--- config.mk ---
export PLATFORM = sky130hd
export DESIGN_NAME = tx_mux_top
export DESIGN_NICKNAME = d
export VERILOG_FILES = /design/src/source/tx_mux_pkg.sv /design/src/source/req_enqueue.sv /design/src/source/req_fifo.sv /design/src/source/rr_dequeue.sv /design/src/source/tx_mux_top.sv
export SDC_FILE = /design/constraint.sdc
export NUM_CORES = 1
export LEC_CHECK = 0
export BUFFER_PORTS_ARGS = -buffer_cell sky130_fd_sc_hd__clkbuf_2
export CORE_ASPECT_RATIO = 1.75
export CORE_MARGIN = 4
export CORE_UTILIZATION = 65
export DETAILED_ROUTE_END_ITERATION = 6
export GPL_ROUTABILITY_DRIVEN = 0
export PLACE_DENSITY_LB_ADDON = 0.05
export SYNTH_ARGS = -nofsm -noshare
export SYNTH_HDL_FRONTEND = slang
export SYNTH_SLANG_ARGS = --single-unit
--- constraint.sdc ---
create_clock -name clk -period 8.39 [get_ports clk]
set_input_delay 1.678 -clock clk [delete_from_list [all_inputs] [get_ports clk]]
set_output_delay 1.678 -clock clk [all_outputs]
set_load 0.02 [all_outputs]
--- src/source/tx_mux_pkg.sv ---
`default_nettype none

// sizes and request encoding shared by every block of the transmit mux
package tx_mux_pkg;

    // request sources and queue sizing
    localparam int N_PORTS        = 4;
    localparam int PORT_W         = 2;
    localparam int FIFO_DEPTH     = 8;
    localparam int CNT_W          = 4;

    // two requests can still land after the flag rises, so it goes up with two slots left
    localparam int ALMFULL_THRESH = 6;

    // request fields
    localparam int ADDR_W = 24;
    localparam int TAG_W  = 8;
    localparam int DATA_W = 8;
    localparam int REQ_W  = 32;

    // kind bit kept beside each queue word
    localparam logic KIND_RD = 1'b0;
    localparam logic KIND_WR = 1'b1;

    // one queue word, seen as a read or as a write depending on the kind bit
    typedef union packed {
        struct packed {
            logic [TAG_W-1:0]  tag;
            logic [ADDR_W-1:0] addr;
        } rd;
        struct packed {
            logic [DATA_W-1:0] data;
            logic [ADDR_W-1:0] addr;
        } wr;
    } req_word_t;

endpackage

`default_nettype wire

--- src/source/req_enqueue.sv ---
`timescale 1ns/1ps
`default_nettype none

module req_enqueue
    import tx_mux_pkg::*;
(
    input  logic              clk,
    input  logic              reset_q,

    // source strobe and its fields
    input  logic              src_valid,
    input  logic              src_is_write,
    input  logic [ADDR_W-1:0] src_addr,
    input  logic [TAG_W-1:0]  src_tag,
    input  logic [DATA_W-1:0] src_data,

    // queue write side
    input  logic              full,
    output logic              push,
    output logic              push_kind,
    output req_word_t         push_word
);

    req_word_t packed_word;
    logic      valid_q;
    logic      kind_q;
    req_word_t word_q;

    // the kind decides whether the tag or the data fills the upper byte
    always_comb
    begin
        if (src_is_write)
        begin
            packed_word.wr.data = src_data;
            packed_word.wr.addr = src_addr;
        end
        else
        begin
            packed_word.rd.tag  = src_tag;
            packed_word.rd.addr = src_addr;
        end
    end

    always_ff @(posedge clk)
    begin
        if (reset_q)
        begin
            valid_q <= 1'b0;
        end
        else
        begin
            valid_q <= src_valid;
        end
    end

    always_ff @(posedge clk)
    begin
        if (src_valid)
        begin
            kind_q <= src_is_write ? KIND_WR : KIND_RD;
            word_q <= packed_word;
        end
    end

    // a request that meets a full queue is lost here
    assign push      = valid_q && !full;
    assign push_kind = kind_q;
    assign push_word = word_q;

endmodule

`default_nettype wire

--- src/source/req_fifo.sv ---
`timescale 1ns/1ps
`default_nettype none

module req_fifo
    import tx_mux_pkg::*;
(
    input  logic      clk,
    input  logic      reset_q,

    // write side, push is trusted
    input  logic      push,
    input  logic      push_kind,
    input  req_word_t push_word,

    // read side
    input  logic      pop,
    output req_word_t head_word,
    output logic      head_kind,
    output logic      not_empty,
    output logic      full,
    output logic      almost_full
);

    logic [REQ_W-1:0]              word_mem [FIFO_DEPTH];
    logic [FIFO_DEPTH-1:0]         kind_mem;
    logic [$clog2(FIFO_DEPTH)-1:0] wr_ptr;
    logic [$clog2(FIFO_DEPTH)-1:0] rd_ptr;
    logic [CNT_W-1:0]              count;

    always_ff @(posedge clk)
    begin
        if (push)
        begin
            word_mem[wr_ptr] <= push_word;
            kind_mem[wr_ptr] <= push_kind;
        end
    end

    // pointers wrap by themselves as the depth is a power of two
    always_ff @(posedge clk)
    begin
        if (reset_q)
        begin
            wr_ptr <= '0;
            rd_ptr <= '0;
        end
        else
        begin
            if (push)
            begin
                wr_ptr <= wr_ptr + 1'b1;
            end
            if (pop)
            begin
                rd_ptr <= rd_ptr + 1'b1;
            end
        end
    end

    always_ff @(posedge clk)
    begin
        if (reset_q)
        begin
            count <= '0;
        end
        else
        begin
            case ({push, pop})
                2'b10:   count <= count + 1'b1;
                2'b01:   count <= count - 1'b1;
                default: count <= count;
            endcase
        end
    end

    // head comes straight off the array, valid right after the push edge
    assign head_word   = word_mem[rd_ptr];
    assign head_kind   = kind_mem[rd_ptr];

    assign not_empty   = (count != '0);
    assign full        = (count == CNT_W'(FIFO_DEPTH));
    assign almost_full = (count >= CNT_W'(ALMFULL_THRESH));

endmodule

`default_nettype wire

--- src/source/rr_dequeue.sv ---
`timescale 1ns/1ps
`default_nettype none

module rr_dequeue
    import tx_mux_pkg::*;
(
    input  logic                    clk,
    input  logic                    reset_q,

    // downstream back-pressure
    input  logic                    rd_almfull,
    input  logic                    wr_almfull,

    // per-port queue heads
    input  req_word_t [N_PORTS-1:0] head_word,
    input  logic [N_PORTS-1:0]      head_kind,
    input  logic [N_PORTS-1:0]      not_empty,
    output logic [N_PORTS-1:0]      pop,

    // read channel
    output logic                    rd_valid,
    output logic [ADDR_W-1:0]       rd_addr,
    output logic [TAG_W-1:0]        rd_tag,
    output logic [PORT_W-1:0]       rd_port,

    // write channel
    output logic                    wr_valid,
    output logic [ADDR_W-1:0]       wr_addr,
    output logic [DATA_W-1:0]       wr_data,
    output logic [PORT_W-1:0]       wr_port
);

    logic [PORT_W-1:0]  slot_q;
    logic               rd_almfull_q;
    logic               wr_almfull_q;
    logic               slot_blocked;
    logic [N_PORTS-1:0] pop_next;
    logic [N_PORTS-1:0] pop_q;
    logic [PORT_W-1:0]  pop_port_q;
    logic               pop_any;
    req_word_t          pop_word;
    logic               pop_kind;

    // only the head's own channel can hold a port off
    always_comb
    begin
        slot_blocked = (head_kind[slot_q] == KIND_WR) ? wr_almfull_q : rd_almfull_q;
        pop_next     = '0;
        if (not_empty[slot_q] && !slot_blocked)
        begin
            pop_next[slot_q] = 1'b1;
        end
    end

    // the slot moves every cycle, so a port is looked at once in four cycles
    always_ff @(posedge clk)
    begin
        if (reset_q)
        begin
            slot_q       <= '0;
            rd_almfull_q <= 1'b0;
            wr_almfull_q <= 1'b0;
            pop_q        <= '0;
        end
        else
        begin
            slot_q       <= slot_q + 1'b1;
            rd_almfull_q <= rd_almfull;
            wr_almfull_q <= wr_almfull;
            pop_q        <= pop_next;
        end
    end

    always_ff @(posedge clk)
    begin
        pop_port_q <= slot_q;
    end

    assign pop_any  = |pop_q;
    assign pop_word = head_word[pop_port_q];
    assign pop_kind = head_kind[pop_port_q];

    // head is taken in the pop cycle, output strobe follows one cycle later
    always_ff @(posedge clk)
    begin
        if (reset_q)
        begin
            rd_valid <= 1'b0;
            wr_valid <= 1'b0;
        end
        else
        begin
            rd_valid <= pop_any && (pop_kind == KIND_RD);
            wr_valid <= pop_any && (pop_kind == KIND_WR);
        end
    end

    always_ff @(posedge clk)
    begin
        if (pop_any)
        begin
            if (pop_kind == KIND_WR)
            begin
                wr_addr <= pop_word.wr.addr;
                wr_data <= pop_word.wr.data;
                wr_port <= pop_port_q;
            end
            else
            begin
                rd_addr <= pop_word.rd.addr;
                rd_tag  <= pop_word.rd.tag;
                rd_port <= pop_port_q;
            end
        end
    end

    assign pop = pop_q;

endmodule

`default_nettype wire

--- src/source/tx_mux_top.sv ---
`timescale 1ns/1ps
`default_nettype none

module tx_mux_top
    import tx_mux_pkg::*;
(
    input  logic                           clk,
    input  logic                           reset_q,

    // request sources, one slice per port
    input  logic [N_PORTS-1:0]             src_valid,
    input  logic [N_PORTS-1:0]             src_is_write,
    input  logic [N_PORTS-1:0][ADDR_W-1:0] src_addr,
    input  logic [N_PORTS-1:0][TAG_W-1:0]  src_tag,
    input  logic [N_PORTS-1:0][DATA_W-1:0] src_data,
    output logic [N_PORTS-1:0]             src_almfull,

    // downstream almost-full
    input  logic                           rd_almfull,
    input  logic                           wr_almfull,

    // merged read channel
    output logic                           rd_valid,
    output logic [ADDR_W-1:0]              rd_addr,
    output logic [TAG_W-1:0]               rd_tag,
    output logic [PORT_W-1:0]              rd_port,

    // merged write channel
    output logic                           wr_valid,
    output logic [ADDR_W-1:0]              wr_addr,
    output logic [DATA_W-1:0]              wr_data,
    output logic [PORT_W-1:0]              wr_port
);

    logic [N_PORTS-1:0]      push;
    logic [N_PORTS-1:0]      push_kind;
    req_word_t [N_PORTS-1:0] push_word;
    logic [N_PORTS-1:0]      full;
    req_word_t [N_PORTS-1:0] head_word;
    logic [N_PORTS-1:0]      head_kind;
    logic [N_PORTS-1:0]      not_empty;
    logic [N_PORTS-1:0]      pop;

    generate
        for (genvar i = 0; i < N_PORTS; i++)
        begin : g_port
            req_enqueue u_enq (
                .clk          (clk),
                .reset_q      (reset_q),
                .src_valid    (src_valid[i]),
                .src_is_write (src_is_write[i]),
                .src_addr     (src_addr[i]),
                .src_tag      (src_tag[i]),
                .src_data     (src_data[i]),
                .full         (full[i]),
                .push         (push[i]),
                .push_kind    (push_kind[i]),
                .push_word    (push_word[i])
            );

            // almost-full of each queue goes straight back to its source
            req_fifo u_fifo (
                .clk          (clk),
                .reset_q      (reset_q),
                .push         (push[i]),
                .push_kind    (push_kind[i]),
                .push_word    (push_word[i]),
                .pop          (pop[i]),
                .head_word    (head_word[i]),
                .head_kind    (head_kind[i]),
                .not_empty    (not_empty[i]),
                .full         (full[i]),
                .almost_full  (src_almfull[i])
            );
        end
    endgenerate

    rr_dequeue u_deq (
        .clk        (clk),
        .reset_q    (reset_q),
        .rd_almfull (rd_almfull),
        .wr_almfull (wr_almfull),
        .head_word  (head_word),
        .head_kind  (head_kind),
        .not_empty  (not_empty),
        .pop        (pop),
        .rd_valid   (rd_valid),
        .rd_addr    (rd_addr),
        .rd_tag     (rd_tag),
        .rd_port    (rd_port),
        .wr_valid   (wr_valid),
        .wr_addr    (wr_addr),
        .wr_data    (wr_data),
        .wr_port    (wr_port)
    );

endmodule

`default_nettype wire

# After elaboration in Yosys (flattened, before gate mapping)
# Memory sizes are Yosys's and may differ from the RTL's. A register that Yosys moved wholly into a read port is not among the register bits.
# Cells that the tools add are included.
[op_classes]
add_sub_neg = 17
magnitude_cmp = 19
eq_ne = 12
n_mux = 59
bitwise = 2
reduce_logical = 29
[ops]
columns = ["cell", "count"]
rows = [
  ["32-bit two-way mux", 5],
  ["32-bit binary-select mux with 2-bit select", 1],
  ["8-bit bitwise mux", 4],
  ["3-bit by 4-bit < comparator with 1-bit output, second input constant", 8],
  ["4-bit case mux with 2 select lines", 4],
  ["1-bit two-way mux", 25],
  ["3-bit by 1-bit adder with 3-bit output, second input constant", 8],
  ["3-bit two-way mux", 8],
  ["4-bit by 1-bit adder with 4-bit output, second input constant", 4],
  ["4-bit equality test, second input constant", 4],
  ["4-bit by 3-bit greater-or-equal comparator with 1-bit output, second input constant", 4],
  ["4-bit nonzero test", 4],
  ["4-bit by 1-bit subtractor with 4-bit output, second input constant", 4],
  ["1-bit binary-select mux with 3-bit select", 4],
  ["1-bit demux with 3-bit select", 4],
  ["3-bit by 1-bit greater-or-equal comparator with 1-bit output, second input constant", 4],
  ["1-bit logical AND", 12],
  ["2-bit by 1-bit equality test with 1-bit output, second input constant", 4],
  ["2-bit equality test, second input constant", 4],
  ["2-bit nonzero test", 4],
  ["1-bit binary-select mux with 2-bit select", 3],
  ["2-bit by 3-bit < comparator with 1-bit output, second input constant", 2],
  ["1-bit zero test", 5],
  ["2-bit AND reduction", 2],
  ["other kinds (6)", 7],
]
[totals]
regBits = 288
mem_bits_rw = 1024
inputBits = 172
output_inout_bits = 74
word_cells = 183
mem_count = 4
[memory_table]
columns = ["name", "depth", "word_bits", "rd", "rd_ports_with_merged_regs", "write_ports", "line_no", "source"]
rows = [
  ["g_port[0].u_fifo.word_mem", 8, 32, 1, 1, 1, "req_fifo.sv:24", "logic [REQ_W-1:0] word_mem [FIFO_DEPTH];"],
  ["g_port[1].u_fifo.word_mem", 8, 32, 1, 1, 1, "req_fifo.sv:24", ""],
  ["g_port[2].u_fifo.word_mem", 8, 32, 1, 1, 1, "req_fifo.sv:24", ""],
  ["g_port[3].u_fifo.word_mem", 8, 32, 1, 1, 1, "req_fifo.sv:24", ""],
]

# Logic depth before layout (Yosys ltp)
[logic_depth]
depth_word = 9
depth_mapped = 11

# Modules after synthesis
# A second synthesis with hierarchy kept.
[unflattened]
hier_cells = 2139
area_unflattened_um2 = 50704.9
[by_module_without_submodules]
columns = ["mod", "instances", "cells_per_inst", "area_per_inst_um2", "seq_area_each_um2"]
rows = [
  ["req_fifo (g_port[1].u_fifo ...)", 3, 453, 10696.5, 8187.9],
  ["req_fifo (g_port[0].u_fifo)", 1, 453, 10717.8, 8187.9],
  ["req_enqueue", 4, 45, 1154.9, 1011.0],
  ["rr_dequeue", 1, 147, 3278.1, 2282.2],
]

# Worst setup path before layout
# Ideal clock, no wire load.
[synth_timing]
path_kind = "reg2reg"
startpoint = "register g_port[3].u_fifo.count[1]"
endpoint = "register g_port[3].u_fifo.kind_mem[0] (enable)"
t_arrival_ns = 4.421
path_slack_ns = 3.463
stages_incl_launch_ff = 6
period_less_slack_ns = 4.927
path_cell_list = "dfxtp_1 clkbuf_1 nor3_1 a21boi_0 inv_1 nor4_1"
[synth_between]
elab_chain_cells = 3
[synth_lines]
columns = ["item", "line_no", "source"]
rows = [
  ["start: declaration", "req_fifo.sv:28", "logic [CNT_W-1:0] count;"],
  ["start signal: assignment", "req_fifo.sv:69", "2'b10: count <= count + 1'b1;"],
  ["start signal: assignment", "req_fifo.sv:70", "2'b01: count <= count - 1'b1;"],
  ["start signal: assignment", "req_fifo.sv:71", "default: count <= count;"],
  ["4-bit equality test", "req_fifo.sv:81", "assign full = (count == CNT_W'(FIFO_DEPTH));"],
  ["1-bit zero test", "req_enqueue.sv:66", "assign push = valid_q && !full;"],
  ["1-bit logical AND", "req_enqueue.sv:66", ""],
  ["end signal: indexed assignment", "req_fifo.sv:35", "kind_mem[wr_ptr] <= push_kind;"],
  ["end: declaration", "req_fifo.sv:25", "logic [FIFO_DEPTH-1:0] kind_mem;"],
]
# Every way passes these cells.
# A chain may end at the register's enable or synchronous reset.

==> results_dict.tcl <==
set metrics [dict create \
    clockRootBuffer "clkbuf_16" \
    areaGrowthSynthToFinish_pct 12.86 \
    antenna_found_initial 4 \
    nNetsFinal 2683 \
    ys_seq_area_share_pct 78.63 \
    leakagePower_nw 17.87 \
    synth_area_leaders "edfxtp_1, mux4_2, mux2i_1" \
    port_buffers 245 \
    synth.distinct_cells 35 \
    crit_path_start_kind "register" \
    die_h_um 373.8 \
    rows 133 \
    seqCellArea_mm2 0.03911 \
    tightest_slew_ns 1.184 \
    vias 22580 \
    ys_async_sr_fraction_pct 0 \
    rsz0062_at_grt "no" \
    hold_violations 0 \
    nFillCells 4271 \
    cts.sinks 1324 \
    cts_max_level 3 \
    finClkSkew_ns 0.02254 \
    netlist.area_leader.share_pct 75.89 \
    fin_crit_sh_pct 40.52 \
    multi_input_area_mm2 0.01026 \
    synth_nets 2372 \
    grt_max_degree 65 \
    critical_path_class "reg -> reg" \
    coreArea_mm2 0.07555 \
    worstHoldPathCells 0 \
    r2r_slack_ns 4.99 \
    yosysWarningCount 0 \
    rr_worst_depth 5 \
    cts_resized 0 \
    synthTopCellsByCount "edfxtp_1, mux4_2, mux2i_1" \
    dieWidth_um 217.0 \
    tns_ns 0 \
    outcome "complete, no violations" \
    hp-class "reg -> reg" \
    synthesis.area_mm2 0.04970 \
    required_ns 8.85 \
    grt_pass1_wl_um 156000 \
    cp_data_arrival_time_ns 3.86 \
    start_util_pct 65.78 \
    rr_endpoint "u_deq.rd_addr[17]$_DFFE_PP_" \
    cts_tree "yes" \
    clkTransAtPathRegs_ns 0.07 \
    design.die.area_mm2 0.08112 \
    drive_gt1_share_pct 32.18 \
    track_usage_pct 26.72 \
    ys_seq_elements 1324 \
    ant_nets 0 \
    drv_cap 0 \
    wl_um 106100 \
    min_to "u_deq.pop_port_q[1]$_DFF_P_" \
    syn_inst 2176 \
    power_density_mw_per_mm2 241.5 \
    drtIter0Drc 2325 \
    cts_setup_buffers 0 \
    gr-total-overflow 0 \
    finalInstanceArea_mm2 0.05609 \
    cts_hold_buf 0 \
    vdd_ir_drop_max_mv 0.2042 \
    setup_violations 0 \
    avgSynthCellArea_um2 22.84 \
    viasPerCell 6.285 \
    dpl_cell_area_mm2 0.05241 \
    cp_max_fo 46 \
    routedWlPerCell_um 29.53 \
    clkLatencyLatePin_ns 0.70 \
    synth_edf_count 1256 \
    period_needed_ns 3.399 \
    boundaryPins 246 \
    drc 0 \
    endpoint_kind "register" \
    relSlewSlack_pct 20.66 \
    cts_made_buffers 110 \
    grt_pass1_vias 23550 \
    fmax_mhz 294.2 \
    final-max-slew-violation-count 0 \
    ctsLongestPathBuffers 3 \
    synth_most_common_cell "edfxtp_1" \
    ys.flop_type "edfxtp_1" \
    yosys.area.top_type "edfxtp_1" \
    drt_pass1_iterations 5 \
    hpwlAfterDp_um 63980 \
    hp-start "u_deq.slot_q[1]$_SDFF_PP0_" \
]
cells by family (layout without fill, tap and decap cells):
| kind of cell | Yosys count | in the layout | share of synthesized area (%) |
|---|---|---|---|
| flops | 1324 | 1324 | 78.63 |
| mux | 474 | 474 | 17.19 |
| simple gates | 140 | 140 | 1.372 |
| buf+inv | 139 | 542 | 1.151 |
| compound gates | 47 | 47 | 0.5615 |
| xor+xnor | 28 | 28 | 0.4935 |
| fa+ha+maj | 24 | 24 | 0.6042 |
| other cells | 0 | 1 | 0 |
flip-flops by register name, summed over array words and instances (netlist names), 4 cells and up, named ones only:
signal and cells:
g_port.u_fifo.rd_ptr 12, u_deq.rd_addr 24, g_port.u_fifo.wr_ptr 12, u_deq.pop 4
u_deq.wr_addr 24, g_port.u_fifo.count 16, u_deq.rd_tag 8, u_deq.wr_data 8
g_port.u_fifo.kind_mem 32, g_port.u_enq.valid_q 4, g_port.u_fifo.word_mem 1024, g_port.u_enq.push_word 128
g_port.u_enq.push_kind 4
critical path, cell delays in order (launching register included):
cell and delay, ns:
dfxtp_4 0.60, buf_4 0.78, mux4_2 0.59, mux2i_1 0.69, mux4_2 0.39, inv_1 0.05
layout by cell type, fill, tap and decap left out, types with 20 or more instances in the layout:
cell / count
a21oi_1: 20
buf_4: 52
clkbuf_16: 113
clkbuf_2: 245
clkinv_1: 28
dfxtp_1: 54
edfxtp_1: 1256
ha_1: 24
inv_1: 41
mux2_2: 36
mux2i_1: 140
mux4_2: 289
nand2_1: 25
nor2_1: 35
xor2_1: 20
layout make-up:
class,count,area share (%)
antenna,1,0.004462
sequential,1324,69.72
clock buffer,132,5.205
clock inverter,72,1.352
tap,1012,2.258
inverter,41,0.2744
timing repair buffer,297,2.882
multi-input combinational,713,18.30
per-layer routing:
metal	routed length, um	share of wire (%)	global-route usage, %	vias to the layer above
li1	-	-	-	9626
met1	40520	38	36.88	11880
met2	54030	51	44.01	925
met3	7511	7.1	4.800	142
met4	4000	3.8	9.594	0
met5	0	0	0	-
how the worst max path moves through the flow:
| stage | slack, ns | start | depth (start not counted) | to |
|---|---|---|---|---|
| 6_report | 4.99 | register | 5 | u_deq.rd_addr[17]$_DFFE_PP_ |
| 5_1_grt | 4.78 | register | 5 | u_deq.rd_addr[17]$_DFFE_PP_ |
| 4_1_cts | 4.81 | register | 5 | u_deq.rd_addr[17]$_DFFE_PP_ |
| 3_5_place_dp | 4.82 | register | 5 | u_deq.wr_addr[17]$_DFFE_PP_ |
| 3_3_place_gp | 4.87 | register | 5 | u_deq.rd_addr[17]$_DFFE_PP_ |
| 2_1_floorplan | 3.46 | g_port[3].u_fifo.count[1]$_SDFFE_PP0P_ | 5 | g_port[3].u_fifo.kind_mem[0]$_DFFE_PP_ |
power by group:
group / internal [mW] / total [mW] / switching (mW)
combinational: 0.297 / 0.709 / 0.412
clock: 2.94 / 5.18 / 2.24
sequential: 7.48 / 7.65 / 0.168
metrics by stage:
| stage | util (%) | total power [mW] | worst slack, ns | instances | hold slack, ns |
|---|---|---|---|---|---|
| floorplan | - | 8.156 | 3.463 | 2176 | 0.3816 |
| global route | 74.23 | 14.00 | 4.782 | 3591 | 0.4691 |
| global placement | 69.37 | 8.473 | 4.866 | 3387 | 0.4467 |
| CTS | 74.23 | 13.64 | 4.809 | 3591 | 0.4585 |
| detailed placement | 69.37 | 8.507 | 4.823 | 3387 | 0.4518 |
| finish | 74.24 | 13.54 | 4.991 | 3592 | 0.4489 |
Note: power is estimated with default switching activity, not from simulation.
